[src/hw/mips_ctrl_pkg.sv]
package mips_ctrl_pkg;

  // Instruction fields
  typedef logic [5:0] opcode_t;
  typedef logic [5:0] funct_t;

  // Datapath selects, numbered as the existing datapath expects
  typedef logic [1:0] alu_src_t;
  typedef logic [2:0] alu_op_t;
  typedef logic [2:0] iord_t;
  typedef logic [2:0] pc_src_t;
  typedef logic [2:0] reg_dst_t;
  typedef logic [3:0] mem_to_reg_t;
  typedef logic [1:0] branch_t;

  localparam alu_src_t SRCA_PC        = 2'b00;
  localparam alu_src_t SRCA_REG_A     = 2'b01;
  localparam alu_src_t SRCB_REG_B     = 2'b00;
  localparam alu_src_t SRCB_FOUR      = 2'b01;
  localparam alu_src_t SRCB_IMM       = 2'b10;
  localparam alu_src_t SRCB_BR_OFFSET = 2'b11;

  localparam alu_op_t ALU_ADD = 3'b001;
  localparam alu_op_t ALU_SUB = 3'b010;
  localparam alu_op_t ALU_AND = 3'b011;
  localparam alu_op_t ALU_SLT = 3'b111;

  localparam iord_t IORD_PC       = 3'b000;
  localparam iord_t IORD_OVF_VEC  = 3'b010;
  localparam iord_t IORD_INEX_VEC = 3'b100;
  localparam iord_t IORD_ALUOUT   = 3'b101;

  localparam pc_src_t PC_SRC_EXC_VEC = 3'b000;
  localparam pc_src_t PC_SRC_ALU     = 3'b001;
  localparam pc_src_t PC_SRC_ALUOUT  = 3'b011;
  localparam pc_src_t PC_SRC_JUMP    = 3'b101;

  localparam reg_dst_t DST_RT = 3'b000;
  localparam reg_dst_t DST_RD = 3'b001;
  localparam reg_dst_t DST_RA = 3'b010;
  localparam reg_dst_t DST_SP = 3'b100;

  localparam mem_to_reg_t WB_ALUOUT  = 4'b0000;
  localparam mem_to_reg_t WB_MEM     = 4'b0001;
  localparam mem_to_reg_t WB_PC      = 4'b0010;
  localparam mem_to_reg_t WB_LT      = 4'b0011;
  localparam mem_to_reg_t WB_SP_INIT = 4'b0110;

  localparam branch_t BR_EQ = 2'b10;
  localparam branch_t BR_NE = 2'b11;

  localparam opcode_t OPCODE_R     = 6'h00;
  localparam opcode_t OPCODE_J     = 6'h02;
  localparam opcode_t OPCODE_JAL   = 6'h03;
  localparam opcode_t OPCODE_BEQ   = 6'h04;
  localparam opcode_t OPCODE_BNE   = 6'h05;
  localparam opcode_t OPCODE_ADDI  = 6'h08;
  localparam opcode_t OPCODE_ADDIU = 6'h09;
  localparam opcode_t OPCODE_LW    = 6'h23;
  localparam opcode_t OPCODE_SW    = 6'h2b;

  localparam funct_t FUNCT_ADD = 6'h20;
  localparam funct_t FUNCT_SUB = 6'h22;
  localparam funct_t FUNCT_AND = 6'h24;
  localparam funct_t FUNCT_SLT = 6'h2a;

  typedef enum logic [3:0] {
    KIND_ADD, KIND_AND, KIND_SUB, KIND_SLT, KIND_ADDI, KIND_ADDIU, KIND_LW,
    KIND_SW, KIND_BEQ, KIND_BNE, KIND_J, KIND_JAL, KIND_ILLEGAL
  } instr_kind_t;

  typedef enum logic [5:0] {
    ST_RESET = 6'h00, ST_FETCH = 6'h01, ST_FETCH_WAIT = 6'h02, ST_DECODE = 6'h04,
    ST_ADD = 6'h05, ST_AND = 6'h06, ST_SLT = 6'h0e, ST_SUB = 6'h12,
    ST_ADDI = 6'h15, ST_BEQ = 6'h17, ST_BNE = 6'h18, ST_LW = 6'h1f,
    ST_SW = 6'h23, ST_J = 6'h24, ST_JAL = 6'h25, ST_ALU_WB = 6'h26,
    ST_IMM_WB = 6'h27, ST_SLT_WB = 6'h2d, ST_LOAD_WAIT = 6'h31, ST_LOAD_WB = 6'h32,
    ST_STORE_WAIT = 6'h33, ST_EXC = 6'h34, ST_EXC_OVF = 6'h35, ST_EXC_INEX = 6'h37,
    ST_EXC_WAIT = 6'h38, ST_EXC_END = 6'h39
  } ctrl_state_t;

endpackage

[src/hw/ctrl_word_if.sv]
interface ctrl_word_if;
  import mips_ctrl_pkg::*;

  logic        ir_write;
  logic        reg_write;
  logic        write_mem;
  logic        epc_write;
  logic        pc_write;
  logic        pc_write_cond;
  alu_src_t    alu_srca;
  alu_src_t    alu_srcb;
  alu_op_t     alu_op;
  iord_t       iord;
  pc_src_t     pc_src;
  reg_dst_t    reg_dst;
  mem_to_reg_t mem_to_reg;
  branch_t     branch_type;

  modport gen (
    output ir_write, reg_write, write_mem, epc_write, pc_write, pc_write_cond,
    output alu_srca, alu_srcb, alu_op, iord, pc_src, reg_dst, mem_to_reg, branch_type
  );
  modport user (
    input ir_write, reg_write, write_mem, epc_write, pc_write, pc_write_cond,
    input alu_srca, alu_srcb, alu_op, iord, pc_src, reg_dst, mem_to_reg, branch_type
  );
endinterface

[src/hw/instr_decoder.sv]
module instr_decoder (
  input  mips_ctrl_pkg::opcode_t     opcode,
  input  mips_ctrl_pkg::funct_t      funct,
  output mips_ctrl_pkg::instr_kind_t instr_kind
);
  import mips_ctrl_pkg::*;

  always_comb begin
    case (opcode)
      // R type, the funct field picks the ALU operation
      OPCODE_R: begin
        case (funct)
          FUNCT_ADD: begin
            instr_kind = KIND_ADD;
          end
          FUNCT_AND: begin
            instr_kind = KIND_AND;
          end
          FUNCT_SUB: begin
            instr_kind = KIND_SUB;
          end
          FUNCT_SLT: begin
            instr_kind = KIND_SLT;
          end
          default: begin
            instr_kind = KIND_ILLEGAL;
          end
        endcase
      end
      OPCODE_ADDI: begin
        instr_kind = KIND_ADDI;
      end
      OPCODE_ADDIU: begin
        instr_kind = KIND_ADDIU;
      end
      OPCODE_LW: begin
        instr_kind = KIND_LW;
      end
      OPCODE_SW: begin
        instr_kind = KIND_SW;
      end
      OPCODE_BEQ: begin
        instr_kind = KIND_BEQ;
      end
      OPCODE_BNE: begin
        instr_kind = KIND_BNE;
      end
      OPCODE_J: begin
        instr_kind = KIND_J;
      end
      OPCODE_JAL: begin
        instr_kind = KIND_JAL;
      end
      default: begin
        instr_kind = KIND_ILLEGAL;
      end
    endcase
  end

endmodule

[src/hw/ctrl_sequencer.sv]
module ctrl_sequencer (
  input  logic                       clock,
  input  logic                       reset,
  input  logic                       overflow,
  input  mips_ctrl_pkg::instr_kind_t instr_kind,
  output mips_ctrl_pkg::ctrl_state_t next_state
);
  import mips_ctrl_pkg::*;

  ctrl_state_t state;
  ctrl_state_t seq_state;
  logic        in_exc;
  logic        ovf_entry;
  logic        cause_ovf;

  assign in_exc = state inside {ST_EXC, ST_EXC_OVF, ST_EXC_INEX, ST_EXC_WAIT, ST_EXC_END};
  // Overflow preempts any normal state
  assign ovf_entry = overflow && !in_exc && (state != ST_RESET);

  always_comb begin
    case (state)
      ST_FETCH:      seq_state = ST_FETCH_WAIT;
      ST_FETCH_WAIT: seq_state = ST_DECODE;
      ST_DECODE: begin
        case (instr_kind)
          KIND_ADD:              seq_state = ST_ADD;
          KIND_AND:              seq_state = ST_AND;
          KIND_SUB:              seq_state = ST_SUB;
          KIND_SLT:              seq_state = ST_SLT;
          KIND_ADDI, KIND_ADDIU: seq_state = ST_ADDI;
          KIND_LW:               seq_state = ST_LW;
          KIND_SW:               seq_state = ST_SW;
          KIND_BEQ:              seq_state = ST_BEQ;
          KIND_BNE:              seq_state = ST_BNE;
          KIND_J:                seq_state = ST_J;
          KIND_JAL:              seq_state = ST_JAL;
          default:               seq_state = ST_EXC;
        endcase
      end
      ST_ADD, ST_AND, ST_SUB:  seq_state = ST_ALU_WB;
      ST_SLT:                  seq_state = ST_SLT_WB;
      ST_ADDI:                 seq_state = ST_IMM_WB;
      ST_LW:                   seq_state = ST_LOAD_WAIT;
      ST_LOAD_WAIT:            seq_state = ST_LOAD_WB;
      ST_SW:                   seq_state = ST_STORE_WAIT;
      ST_EXC:                  seq_state = cause_ovf ? ST_EXC_OVF : ST_EXC_INEX;
      ST_EXC_OVF, ST_EXC_INEX: seq_state = ST_EXC_WAIT;
      ST_EXC_WAIT:             seq_state = ST_EXC_END;
      // Last cycle of every instruction
      default:                 seq_state = ST_FETCH;
    endcase
  end

  always_comb begin
    if (reset) begin
      next_state = ST_RESET;
    end else if (ovf_entry) begin
      next_state = ST_EXC;
    end else begin
      next_state = seq_state;
    end
  end

  always_ff @(posedge clock) begin
    if (reset) begin
      state <= ST_RESET;
    end else begin
      state <= next_state;
    end
  end

  // Cause of the pending exception, read in ST_EXC
  always_ff @(posedge clock) begin
    if (reset) begin
      cause_ovf <= 1'b0;
    end else if (ovf_entry) begin
      cause_ovf <= 1'b1;
    end else if (state == ST_DECODE && seq_state == ST_EXC) begin
      cause_ovf <= 1'b0;
    end
  end

  a_exc_vector: assert property (@(posedge clock) disable iff (reset)
    state == ST_EXC |=> state inside {ST_EXC_OVF, ST_EXC_INEX});

  a_state_legal: assert property (@(posedge clock)
    state inside {ST_RESET, ST_FETCH, ST_FETCH_WAIT, ST_DECODE, ST_ADD, ST_AND, ST_SUB,
                  ST_SLT, ST_ALU_WB, ST_SLT_WB, ST_ADDI, ST_IMM_WB, ST_LW, ST_LOAD_WAIT,
                  ST_LOAD_WB, ST_SW, ST_STORE_WAIT, ST_BEQ, ST_BNE, ST_J, ST_JAL, ST_EXC,
                  ST_EXC_OVF, ST_EXC_INEX, ST_EXC_WAIT, ST_EXC_END});

endmodule

[src/hw/ctrl_word_gen.sv]
module ctrl_word_gen (
  input logic                       clock,
  input mips_ctrl_pkg::ctrl_state_t next_state,
  ctrl_word_if.gen                  word
);
  import mips_ctrl_pkg::*;

  // Word for the state being entered, so it lines up with the state register
  always_ff @(posedge clock) begin
    word.ir_write      <= 1'b0;
    word.reg_write     <= 1'b0;
    word.write_mem     <= 1'b0;
    word.epc_write     <= 1'b0;
    word.pc_write      <= 1'b0;
    word.pc_write_cond <= 1'b0;
    word.alu_srca      <= SRCA_PC;
    word.alu_srcb      <= SRCB_REG_B;
    word.alu_op        <= ALU_ADD;
    word.iord          <= IORD_PC;
    word.pc_src        <= PC_SRC_ALU;
    word.reg_dst       <= DST_RT;
    word.mem_to_reg    <= WB_ALUOUT;
    word.branch_type   <= BR_EQ;
    case (next_state)
      ST_FETCH: begin
        word.ir_write <= 1'b1;
        word.pc_write <= 1'b1;
        word.alu_srcb <= SRCB_FOUR;
      end
      // Branch target computed ahead of the branch itself
      ST_DECODE: begin
        word.alu_srcb <= SRCB_BR_OFFSET;
      end
      ST_ADD, ST_AND, ST_SUB, ST_SLT: begin
        word.alu_srca <= SRCA_REG_A;
        word.alu_op   <= (next_state == ST_AND) ? ALU_AND :
                         (next_state == ST_SUB) ? ALU_SUB :
                         (next_state == ST_SLT) ? ALU_SLT : ALU_ADD;
      end
      ST_ALU_WB, ST_SLT_WB: begin
        word.reg_write  <= 1'b1;
        word.reg_dst    <= DST_RD;
        word.mem_to_reg <= (next_state == ST_SLT_WB) ? WB_LT : WB_ALUOUT;
      end
      ST_ADDI: begin
        word.alu_srca <= SRCA_REG_A;
        word.alu_srcb <= SRCB_IMM;
      end
      ST_IMM_WB: begin
        word.reg_write <= 1'b1;
      end
      ST_LW, ST_SW: begin
        word.alu_srca  <= SRCA_REG_A;
        word.alu_srcb  <= SRCB_IMM;
        word.iord      <= IORD_ALUOUT;
        word.write_mem <= (next_state == ST_SW);
      end
      ST_LOAD_WAIT, ST_STORE_WAIT: begin
        word.iord <= IORD_ALUOUT;
      end
      ST_LOAD_WB: begin
        word.reg_write  <= 1'b1;
        word.mem_to_reg <= WB_MEM;
      end
      ST_BEQ, ST_BNE: begin
        word.pc_write_cond <= 1'b1;
        word.alu_srca      <= SRCA_REG_A;
        word.alu_op        <= ALU_SUB;
        word.pc_src        <= PC_SRC_ALUOUT;
        word.branch_type   <= (next_state == ST_BNE) ? BR_NE : BR_EQ;
      end
      ST_J, ST_JAL: begin
        word.pc_write   <= 1'b1;
        word.pc_src     <= PC_SRC_JUMP;
        word.reg_write  <= (next_state == ST_JAL);
        word.reg_dst    <= DST_RA;
        word.mem_to_reg <= WB_PC;
      end
      // EPC gets PC - 4, the address of the faulting instruction
      ST_EXC: begin
        word.epc_write <= 1'b1;
        word.alu_srcb  <= SRCB_FOUR;
        word.alu_op    <= ALU_SUB;
      end
      ST_EXC_OVF: begin
        word.iord <= IORD_OVF_VEC;
      end
      ST_EXC_INEX: begin
        word.iord <= IORD_INEX_VEC;
      end
      ST_EXC_END: begin
        word.pc_write <= 1'b1;
        word.pc_src   <= PC_SRC_EXC_VEC;
      end
      ST_FETCH_WAIT, ST_EXC_WAIT: begin
      end
      // Stack pointer load
      default: begin
        word.reg_write  <= 1'b1;
        word.reg_dst    <= DST_SP;
        word.mem_to_reg <= WB_SP_INIT;
      end
    endcase
  end

  a_pc_write_excl: assert property (@(posedge clock) !(word.pc_write && word.pc_write_cond));

  a_store_addr: assert property (@(posedge clock) word.write_mem |-> word.iord == IORD_ALUOUT);

endmodule

[src/hw/mips_control.sv]
module mips_control (
  input  logic                       clock,
  input  logic                       reset,
  input  logic                       overflow,
  input  mips_ctrl_pkg::opcode_t     opcode,
  input  mips_ctrl_pkg::funct_t      funct,
  output logic                       ir_write,
  output logic                       reg_write,
  output logic                       write_mem,
  output logic                       epc_write,
  output logic                       pc_write,
  output logic                       pc_write_cond,
  output mips_ctrl_pkg::alu_src_t    alu_srca,
  output mips_ctrl_pkg::alu_src_t    alu_srcb,
  output mips_ctrl_pkg::alu_op_t     alu_op,
  output mips_ctrl_pkg::iord_t       iord,
  output mips_ctrl_pkg::pc_src_t     pc_src,
  output mips_ctrl_pkg::reg_dst_t    reg_dst,
  output mips_ctrl_pkg::mem_to_reg_t mem_to_reg,
  output mips_ctrl_pkg::branch_t     branch_type
);
  import mips_ctrl_pkg::*;

  instr_kind_t instr_kind;
  ctrl_state_t next_state;

  ctrl_word_if word ();

  instr_decoder u_decoder (
    .opcode     (opcode),
    .funct      (funct),
    .instr_kind (instr_kind)
  );

  ctrl_sequencer u_sequencer (
    .clock      (clock),
    .reset      (reset),
    .overflow   (overflow),
    .instr_kind (instr_kind),
    .next_state (next_state)
  );

  ctrl_word_gen u_word_gen (
    .clock      (clock),
    .next_state (next_state),
    .word       (word.gen)
  );

  assign ir_write      = word.ir_write;
  assign reg_write     = word.reg_write;
  assign write_mem     = word.write_mem;
  assign epc_write     = word.epc_write;
  assign pc_write      = word.pc_write;
  assign pc_write_cond = word.pc_write_cond;
  assign alu_srca      = word.alu_srca;
  assign alu_srcb      = word.alu_srcb;
  assign alu_op        = word.alu_op;
  assign iord          = word.iord;
  assign pc_src        = word.pc_src;
  assign reg_dst       = word.reg_dst;
  assign mem_to_reg    = word.mem_to_reg;
  assign branch_type   = word.branch_type;

endmodule

[config.mk]
export PLATFORM = sky130hd
export DESIGN_NAME = mips_control
export DESIGN_NICKNAME = d
export VERILOG_FILES = /design/src/hw/mips_ctrl_pkg.sv /design/src/hw/ctrl_word_if.sv /design/src/hw/instr_decoder.sv /design/src/hw/ctrl_sequencer.sv /design/src/hw/ctrl_word_gen.sv /design/src/hw/mips_control.sv
export SDC_FILE = /design/constraint.sdc
export NUM_CORES = 1
export LEC_CHECK = 0
export BUFFER_PORTS_ARGS = -buffer_cell sky130_fd_sc_hd__buf_2
export CAP_MARGIN = 20
export CORE_MARGIN = 5
export CORE_UTILIZATION = 50
export DETAILED_ROUTE_END_ITERATION = 12
export HOLD_SLACK_MARGIN = 0.08
export PLACE_DENSITY_LB_ADDON = 0.08
export RECOVER_POWER = 25
export SYNTH_ARGS = -nofsm -noshare
export SYNTH_HDL_FRONTEND = slang
export SYNTH_SLANG_ARGS = --single-unit
[constraint.sdc]
create_clock -name clock -period 3.65 [get_ports clock]
set_input_delay 0.73 -clock clock [delete_from_list [all_inputs] [get_ports clock]]
set_output_delay 0.73 -clock clock [all_outputs]
set_load 0.01 [all_outputs]
Word-level counts from Yosys, hierarchy flattened
Memories as Yosys holds them, arrays and structs flattened.
Cells that the tools add are included.
{"block": "word_totals", "regBits": 34, "romBits": 96, "n_memories": 1, "latch_bits": 0, "word_cells": 120, "mem_bits_rw": 0}
{"name": "(no name shown)", "depth": 16, "word_bits": 6, "rd": 1, "rd_clocked_by_memory_dff": 0, "wr": 0, "line_no": "ctrl_sequencer.sv:25", "rtl": "case (instr_kind)"}
{"block": "classes", "add_sub_neg": 0, "muxes": 25, "order_cmp": 0, "reduce_logical": 24, "eq_ne": 54, "shift": 0, "n_bitwise": 0, "div": 0, "mul": 0}
{"operator": "$eq A6 B6 Y1 const B", "count": 28}
{"operator": "$pmux W6 S12", "count": 1}
{"operator": "$eq A6 B3 Y1 const B", "count": 8}
{"operator": "$eq A6 B5 Y1 const B", "count": 8}
{"operator": "$pmux W4 S9", "count": 1}
{"operator": "$pmux W4 S4", "count": 2}
{"operator": "$pmux W3 S3", "count": 3}
{"operator": "$eq A6 B2 Y1 const B", "count": 4}
{"operator": "$eq A6 B4 Y1 const B", "count": 4}
{"operator": "$reduce_or A21 Y1", "count": 1}
{"operator": "$reduce_or A20 Y1", "count": 1}
{"operator": "$reduce_or A19 Y1", "count": 1}
{"operator": "$eq A6 B1 Y1 const B", "count": 2}
{"operator": "$mux W6", "count": 2}
{"operator": "$reduce_or A2 Y1", "count": 6}
{"operator": "$reduce_or A4 Y1", "count": 3}
{"operator": "$mux W3", "count": 3}
{"operator": "$reduce_or A3 Y1", "count": 3}
{"operator": "$reduce_or A9 Y1", "count": 1}
{"operator": "$mux W1", "count": 8}
{"operator": "$logic_not A6 Y1", "count": 1}
{"operator": "$pmux W2 S3", "count": 1}
{"operator": "$pmux W3 S2", "count": 1}
{"operator": "$reduce_bool A6 Y1", "count": 1}
{"operator": "6 further kinds", "count": 9}

Longest topological paths before layout
Gate-level depths: netlist of run 1.
{"block": "logic_depth", "depth_word": 12, "depth_mapped": 13, "ltp_nobuf": 11}

Cells and area by module
A second synthesis of run 1 with hierarchy kept.
{"block": "unflattened", "hier_cells": 309, "hier_area_um2": 2494.9}
{"mod": "ctrl_word_gen", "area_each_um2": 1249.9, "cells_each": 151, "instances": 1, "seq_area_each_um2": 480.5}
{"mod": "ctrl_sequencer", "area_each_um2": 1037.2, "cells_each": 128, "instances": 1, "seq_area_each_um2": 140.1}
{"mod": "instr_decoder", "area_each_um2": 207.7, "cells_each": 30, "instances": 1, "seq_area_each_um2": 0.0}

Least setup slack after synthesis of run 1
No wires, ideal clock.
{"block": "synth_path", "path_kind": "input-to-reg", "start": "input port opcode[4]", "end": "register u_word_gen.word.alu_op[1]", "required_time_ps": 3530, "arrival_ps": 3264, "n_path_buf": 1, "stages": 10, "path_slack_ps": 266, "cell_sequence": "buf_6 > or4_4 > nor4_4 > a221oi_2 > a221o_1 > a222oi_1 > a211oi_1 > and2_0 > a211o_1 > or2_1"}
{"block": "synth_between", "elab_chain_len": 11, "word_cells_on_any_way": 27, "cone_classes": "15 x eq/ne; 8 x mux; 3 x reduce/logical; 1 x memory"}
{"item": "start: declaration", "line_no": "mips_control.sv:5", "rtl": "input mips_ctrl_pkg::opcode_t opcode,"}
{"item": "$eq A6 B2 Y1 (tied with other cells)", "line_no": "instr_decoder.sv:9", "rtl": "case (opcode)"}
{"item": "$pmux W4 S9 (*)", "line_no": "instr_decoder.sv:9"}
{"item": "$mem_v2 Z16 W6 (*)"}
{"item": "$pmux W6 S12 (*)", "line_no": "ctrl_sequencer.sv:21", "rtl": "case (state)"}
{"item": "$mux W6 (*)", "line_no": "ctrl_sequencer.sv:57", "rtl": "end else if (ovf_entry) begin"}
{"item": "$mux W6 (*)", "line_no": "ctrl_sequencer.sv:55", "rtl": "if (reset) begin"}
{"item": "$eq A6 B4 Y1", "line_no": "ctrl_word_gen.sv:24, ctrl_word_gen.sv:38"}
{"item": "$mux W3", "line_no": "ctrl_word_gen.sv:38", "rtl": "(next_state == ST_SLT) ? ALU_SLT : ALU_ADD;"}
{"item": "$mux W3", "line_no": "ctrl_word_gen.sv:37", "rtl": "(next_state == ST_SUB) ? ALU_SUB :"}
{"item": "$mux W3", "line_no": "ctrl_word_gen.sv:36", "rtl": "word.alu_op <= (next_state == ST_AND) ? ALU_AND :"}
{"item": "$pmux W3 S2 (*)", "line_no": "ctrl_word_gen.sv:24", "rtl": "case (next_state)"}
{"item": "end signal: assignment", "line_no": "ctrl_word_gen.sv:36"}
{"item": "end: declaration", "line_no": "ctrl_word_if.sv:21", "rtl": "output alu_srca, alu_srcb, alu_op, iord, pc_src, reg_dst, mem_to_reg, branch_type"}
Every way passes the cells marked *; elsewhere a longest branch is shown, timed or not.
A chain may end at the register's enable or synchronous reset.

Final worst setup path of run 1
{"block": "layout_path", "start": "input port opcode[3]", "end": "register u_word_gen.word.reg_write"}
{"block": "layout_between", "elab_chain_len": 9, "word_cells_on_any_way": 38, "cone_classes": "29 x eq/ne; 5 x mux; 3 x reduce/logical; 1 x memory"}
{"item": "$eq A6 B2 Y1 (tied with other cells)", "line_no": "instr_decoder.sv:9"}
{"item": "$pmux W4 S9 (*)", "line_no": "instr_decoder.sv:9"}
{"item": "$mem_v2 Z16 W6 (*)"}
{"item": "$pmux W6 S12 (*)", "line_no": "ctrl_sequencer.sv:21"}
{"item": "$mux W6 (*)", "line_no": "ctrl_sequencer.sv:57"}
{"item": "$mux W6 (*)", "line_no": "ctrl_sequencer.sv:55"}
{"item": "$eq A6 B1 Y1 (tied with other cells)", "line_no": "ctrl_word_gen.sv:24"}
{"item": "$reduce_or A19 Y1 (no source line) / $reduce_or A2 Y1 (equally long branches)"}
{"item": "$pmux W1 S2 (*)", "line_no": "ctrl_word_gen.sv:24"}
{"item": "end signal: assignment", "line_no": "ctrl_word_gen.sv:75", "rtl": "word.reg_write <= (next_state == ST_JAL);"}
{"item": "end: declaration", "line_no": "ctrl_word_if.sv:20", "rtl": "output ir_write, reg_write, write_mem, epc_write, pc_write, pc_write_cond,"}
Marked as above.

==> flow_summary.toml, run 1 <==
[placed_design]
io_buffers = 39
hpwlAfterDp_mm = 4.589
gp_congestion = 0.9449

[critical_path]
crit_path_start_kind = "input pin"
cp-end-kind = "register"
critPathKind = "input pin to register"
cp.arrival_ns = 3.57
cp_max_fo = 14
required_ns = 3.84

[routing]
postRouteAntennaNets = 0
drt_iter0_markers = 200
drc = 0
vias = 2399
first_pass_iters = 4
wirelength_mm = 6.047
routedWlPerCell_um = 15.63
via_per_inst = 6.199

[power]
swShare_pct = 44.83
pwr-share-clk_pct = 14.3
pwr-share-comb_pct = 56.5
p_per_area_nw_per_um2 = 701.6
p_int_mw = 1.036
power.switching_mw = 0.8422
p_leak_nw = 1.038
ir_worst_vdd_uv = 445.5
sequentialPowerShare_pct = 29.2

[global_routing]
grt_pass1_wl_mm = 9.991
track_usage_pct = 19.91
grt_max_degree = 24
grt_overflow = 0
grt_pass1_vias = 2127
antenna_found_initial = 0

[cts]
clk_pin_slew_ns = 0.06
cts_sinks = 32
holdBufCountCts = 0
cts_root_buf = "clkbuf_8"
cts_resized = 0
clockBufferDepth = 2
cts_tree = "yes"
cts_buffers = 5
clock_latency_ns = 0.28
post_cts_buffers = 0
htree_levels = 2

[synthesis]
synth_flop_cell = "dfxtp_1"
ys_ff_latch = 32
synth_enable_flop_cells = 0
synthArstFlopShare_pct = 0
synthCells = 295
synth-seq-area-share_pct = 27.35
synth_area_sq_um = 2342
syn-mean-instance-area_sq_um = 7.940
yosysWarnings = 0
yosysUniqueCellTypes = 71

[worst_hold_path]
hold_class = "register to register"

[timing]
fmax_mhz = 295.4
tightest_slew_ns = 0.6988
rsz0062_at_grt = "no"
period_needed_ns = 3.385
setup_viol = 0
fin_setup_tns_ns = 0
hold_ws_ns = 0.4875
hold_viol = 0
final_max_slew_viol_count = 0
fin_crit_sh_pct = 92.73
fin_worst_skew_ns = 0.006468
maxSlewHeadroom_pct = 53.35

[cells_and_area]
drive_above_1_share_pct = 20.72
regMostFlops = "u_sequencer.state"
final.fill_count = 441
finalNetCount = 347
largest_reg_flops = 6
antenna_cells = 0
syn2layout_area_growth_pct = 14.32

[die]
die_y_um = 78.45
coreArea_sq_um = 4629
start_util_pct = 50.59
die_w_um = 78.45
io_pins = 43
rows = 25
die-area_sq_um = 6154

[flow_run]
max_cap_violations = 0

[run_status]
status = "complete, no violations"
## per-layer routing
metal	vias to the layer above	part of all wire [%]	GRT usage, %
li1	1188	-	-
met3	9	7.5	4.702
met4	0	1.1	5.070
met1	1112	48	28.29
met2	90	43	30.22
met5	-	0	0
## critical path: stages
cell and delay (ns):
buf_2 0.22, or3b_2 0.49, a21oi_1 0.27, nor2_1 0.13, a221o_1 0.35, a222oi_1 0.31, buf_4 0.20, a211oi_1 0.11
and2_0 0.21, a211o_1 0.30, o31ai_2 0.25
## path summary, 6_finish.rpt
path | from | endpoint | slack (ns) | cells after the start
worst max-delay path | opcode[3] | u_word_gen.word.reg_write$_DFF_P_ | 0.27 | 11
worst min-delay path | u_sequencer.cause_ovf$_SDFFE_PP0P_ | u_sequencer.cause_ovf$_SDFFE_PP0P_ | 0.49 | 2
worst max register to register | u_sequencer.state[5]$_SDFF_PP0_ | u_word_gen.word.reg_write$_DFF_P_ | 0.43 | 11
worst min register to register | u_sequencer.cause_ovf$_SDFFE_PP0P_ | u_sequencer.cause_ovf$_SDFFE_PP0P_ | 0.49 | 2
## layout make-up
type                            count  area (sq um)  share of cell area [%]
Sequential cell                    32         640.6                   23.93
Timing Repair Buffer               55         299.0                   11.17
Inverter                           11         41.29                   1.542
Tap cell                           54         67.56                   2.523
Clock buffer                        8         90.09                   3.364
Multi-Input combinational cell    227          1539                   57.48
## power groups by stage
| stage | logic, mW | registers (mW) | clock network, mW |
|---|---|---|---|
| CTS | 1.05 | 0.547 | 0.274 |
| global route | 1.18 | 0.569 | 0.297 |
| global placement | 1.05 | 0.556 | 0 |
| finish | 1.06 | 0.548 | 0.269 |
| floorplan | 0.804 | 0.499 | 0 |
| detailed placement | 1.05 | 0.552 | 0 |
## Yosys cell counts, types with 4 or more instances
master     number  share of area [%]
a31oi_1         5                1.3
nand2_1        23                3.7
a21oi_1         8                1.7
nand2b_1        6                1.6
a211oi_1        6                1.9
and2_1         10                2.7
o221ai_1        4                1.5
buf_2           7                1.5
nand3_1        10                2.1
or3b_2          7                2.6
nor3b_1         5                1.6
nor4b_1         5                1.9
o22ai_1         5                1.3
o32a_1          4                1.7
dfxtp_1        32                 27
nor2_1         16                2.6
inv_1          10                1.6
nor4_1          5                1.3
o21ai_0        10                2.1
nor3_1         13                2.8
o211ai_1        8                2.6
clkbuf_1       13                2.1
o2111ai_1       4                1.5
o32ai_1         4                1.5
## cell usage in the layout (no fill, tap or decap), drive strengths merged, types with 4 or more instances in the layout
cell and count:
buf 42, or3b 7, nor4b 5, a211oi 7, nand2b 6, a21oi 8, nor2 16, o221ai 4
dfxtp 32, a31oi 5, nor4 6, nand3 10, nor3b 5, and2 12, o32ai 4, o32a 4
inv 11, o211ai 8, nor3 13, o2111ai 4, nand2 23, clkbuf 21, o22ai 5, o21ai 11
## logic make-up (layout without fill, tap and decap cells)
kind of cell,after synthesis,after routing,synth area share [%]
other cells,2,3,0.3206
mux,1,1,0.4807
simple gates,126,126,32.05
flops,32,32,27.35
xor+xnor,6,6,2.244
compound gates,89,89,29.59
fa+ha+maj,2,2,0.8547
buf+inv,37,74,7.105
## metrics by stage
stage          cells  worst slack [ns]  utilization, %  cell area, sq um  power (mW)
2_1_floorplan    296            0.2665               -              2346       1.303
3_3_place_gp     379           0.04721           56.24              2604       1.607
3_5_place_dp     379          0.007537           56.24              2604       1.602
4_1_cts          387            0.2983           58.19              2694       1.876
5_1_grt          387            0.1015           57.84              2678       2.042
6_report         387            0.2652           57.84              2678       1.879
No activity file was read; power rests on OpenSTA's default activity.
==> inputs of run 2 (changes only) <==
--- a/config.mk
+++ b/config.mk
@@ -13,6 +13,7 @@
 export HOLD_SLACK_MARGIN = 0.08
 export PLACE_DENSITY_LB_ADDON = 0.08
 export RECOVER_POWER = 25
+export SETUP_SLACK_MARGIN = 0.5
 export SYNTH_ARGS = -nofsm -noshare
 export SYNTH_HDL_FRONTEND = slang
 export SYNTH_SLANG_ARGS = --single-unit
==> constraint.sdc (replaced) <==
create_clock -name clock -period 4.2 [get_ports clock]
set_input_delay 0.84 -clock clock [delete_from_list [all_inputs] [get_ports clock]]
set_output_delay 0.84 -clock clock [all_outputs]
set_load 0.01 [all_outputs]
==> flow_summary.toml, run 2 (same netlist as run 1, synthesis figures left out) <==
[timing]
worst_slack_ns = 0.7227
fin_setup_tns_ns = 0
period_needed_ns = 3.477
fin_worst_skew_ns = 0.007548
hold_viol = 0
fin_crit_sh_pct = 82.79
setup_viol = 0
tightest_slew_ns = 0.6965
hold_ws_ns = 0.4988
maxSlewHeadroom_pct = 53.50
rsz0062_at_grt = "no"
fmax_mhz = 287.6
final_max_slew_viol_count = 0

[cells_and_area]
multi_input_comb_area_sq_um = 1556
antenna_cells = 0
final.fill_count = 456
final-seq-area_sq_um = 640.6
syn2layout_area_growth_pct = 11.32
drive_above_1_share_pct = 19.31
layout_commonest_cell = "dfxtp_1"
finalNetCount = 335
largest_reg_flops = 6
regMostFlops = "u_sequencer.state"
final_cell_mix = "32 x dfxtp_1, 26 x buf_2, 23 x nand2_1"

[critical_path]
crit_path_start_kind = "input pin"
cp_max_fo = 14
required_ns = 4.37
cp_top_family = "compound AO/OA/AOI/OAI gates"
max_stage_delay_ns = 0.47
cp-end-kind = "register"
critPathKind = "input pin to register"
cpMaxStageDelayCell = "nor3_1"
crit_buf_inv = 2
cp.arrival_ns = 3.65
crit_chain = "buf_2 > nor3_1 > o2111ai_1 > o21a_1 > a221o_1 > a222oi_1 > buf_4 > a211oi_1 > and2_0 > a211o_1 > or2_1"

[die]
io_pins = 43
rows = 25
coreArea_sq_um = 4629
die-area_sq_um = 6154
die_y_um = 78.45
die_w_um = 78.45
start_util_pct = 50.59

[cts]
cts_sinks = 32
cts_buffers = 5
clk_pin_slew_ns = 0.07
htree_levels = 2
cts_tree = "yes"
clock_latency_ns = 0.28
cts_root_buf = "clkbuf_8"
clockBufferDepth = 2
holdBufCountCts = 0

[run_status]
status = "complete, no violations"

[routing]
first_pass_iters = 4
via_per_inst = 6.259
postRouteAntennaNets = 0
routedWlPerCell_um = 16.58
drc = 0
vias = 2347
drt_iter0_markers = 242
wirelength_mm = 6.219

[power]
p_total_mw = 1.607
ir_worst_vdd_uv = 313.1
p_per_area_nw_per_um2 = 616.2
p_leak_nw = 0.9815

[placed_design]
gp_congestion = 0.9861
dp_slack_ns = 0.4215
hpwlAfterDp_mm = 4.521
io_buffers = 39

[global_routing]
antenna_found_initial = 0
grt_pass1_wl_mm = 10.56
grt_pass1_vias = 2145
track_usage_pct = 20.84
grt_overflow = 0
grt_max_degree = 24

[worst_hold_path]
hold_class = "register to register"

[flow_run]
max_cap_violations = 0
## run 2: area by class of cell
type / count / share of cell area (%)
multi-input cells: 227 / 59.69
flip-flops and latches: 32 / 24.57
repair buffers: 43 / 8.013
clock buffers: 6 / 3.167
clock inverters: 2 / 0.3839
well taps: 54 / 2.591
inverters: 11 / 1.583
## run 2: worst reg2reg max path, stage by stage (launching register included)
cell and delay (ns):
dfxtp_1 0.70, nor4b_1 0.44, nand3_1 0.21, o2111a_1 0.29
a211oi_1 0.41, nand2_1 0.19, nand2_1 0.16, inv_1 0.10
a21boi_0 0.20, maj3_1 0.41, nand2_1 0.07, a21oi_1 0.06
## run 2: per-stage QoR
stage / instance area, sq um / instances / util (%)
5_1_grt: 2608 / 375 / 56.32
3_5_place_dp: 2514 / 367 / 54.30
2_1_floorplan: 2346 / 296 / -
4_1_cts: 2606 / 375 / 56.30
3_3_place_gp: 2514 / 367 / 54.30
6_report: 2608 / 375 / 56.32
## run 2: worst paths after layout
| path | from | endpoint | slack [ns] | cells after the start |
|---|---|---|---|---|
| setup / recovery | opcode[5] | u_word_gen.word.alu_op[1]$_DFF_P_ | 0.72 | 11 |
| hold / removal | u_sequencer.cause_ovf$_SDFFE_PP0P_ | u_sequencer.cause_ovf$_SDFFE_PP0P_ | 0.50 | 2 |
| setup reg to reg | u_sequencer.state[2]$_SDFF_PP0_ | u_word_gen.word.iord[2]$_DFF_P_ | 0.85 | 11 |
| hold reg to reg | u_sequencer.cause_ovf$_SDFFE_PP0P_ | u_sequencer.cause_ovf$_SDFFE_PP0P_ | 0.50 | 2 |
## run 2: where the power goes
group / switching [mW] / internal (mW)
Combinational: 0.513 / 0.357
Clock: 0.109 / 0.130
Sequential: 0.118 / 0.379
## run 2: timing repair
action | 4_1_cts | 5_1_grt
endpoints found under the setup margin | 0 | 3
endpoints found under the hold margin | 0 | 0
gates resized for setup | 0 | 4
buffers inserted | 0 | 0
## run 2: per-layer routing
metal,vias up,global-route usage [%],wire length (um)
met5,-,0,0
met4,0,3.671,27
met3,4,3.899,444
met2,97,32.11,2738
met1,1078,30.44,3009
li1,1168,-,-
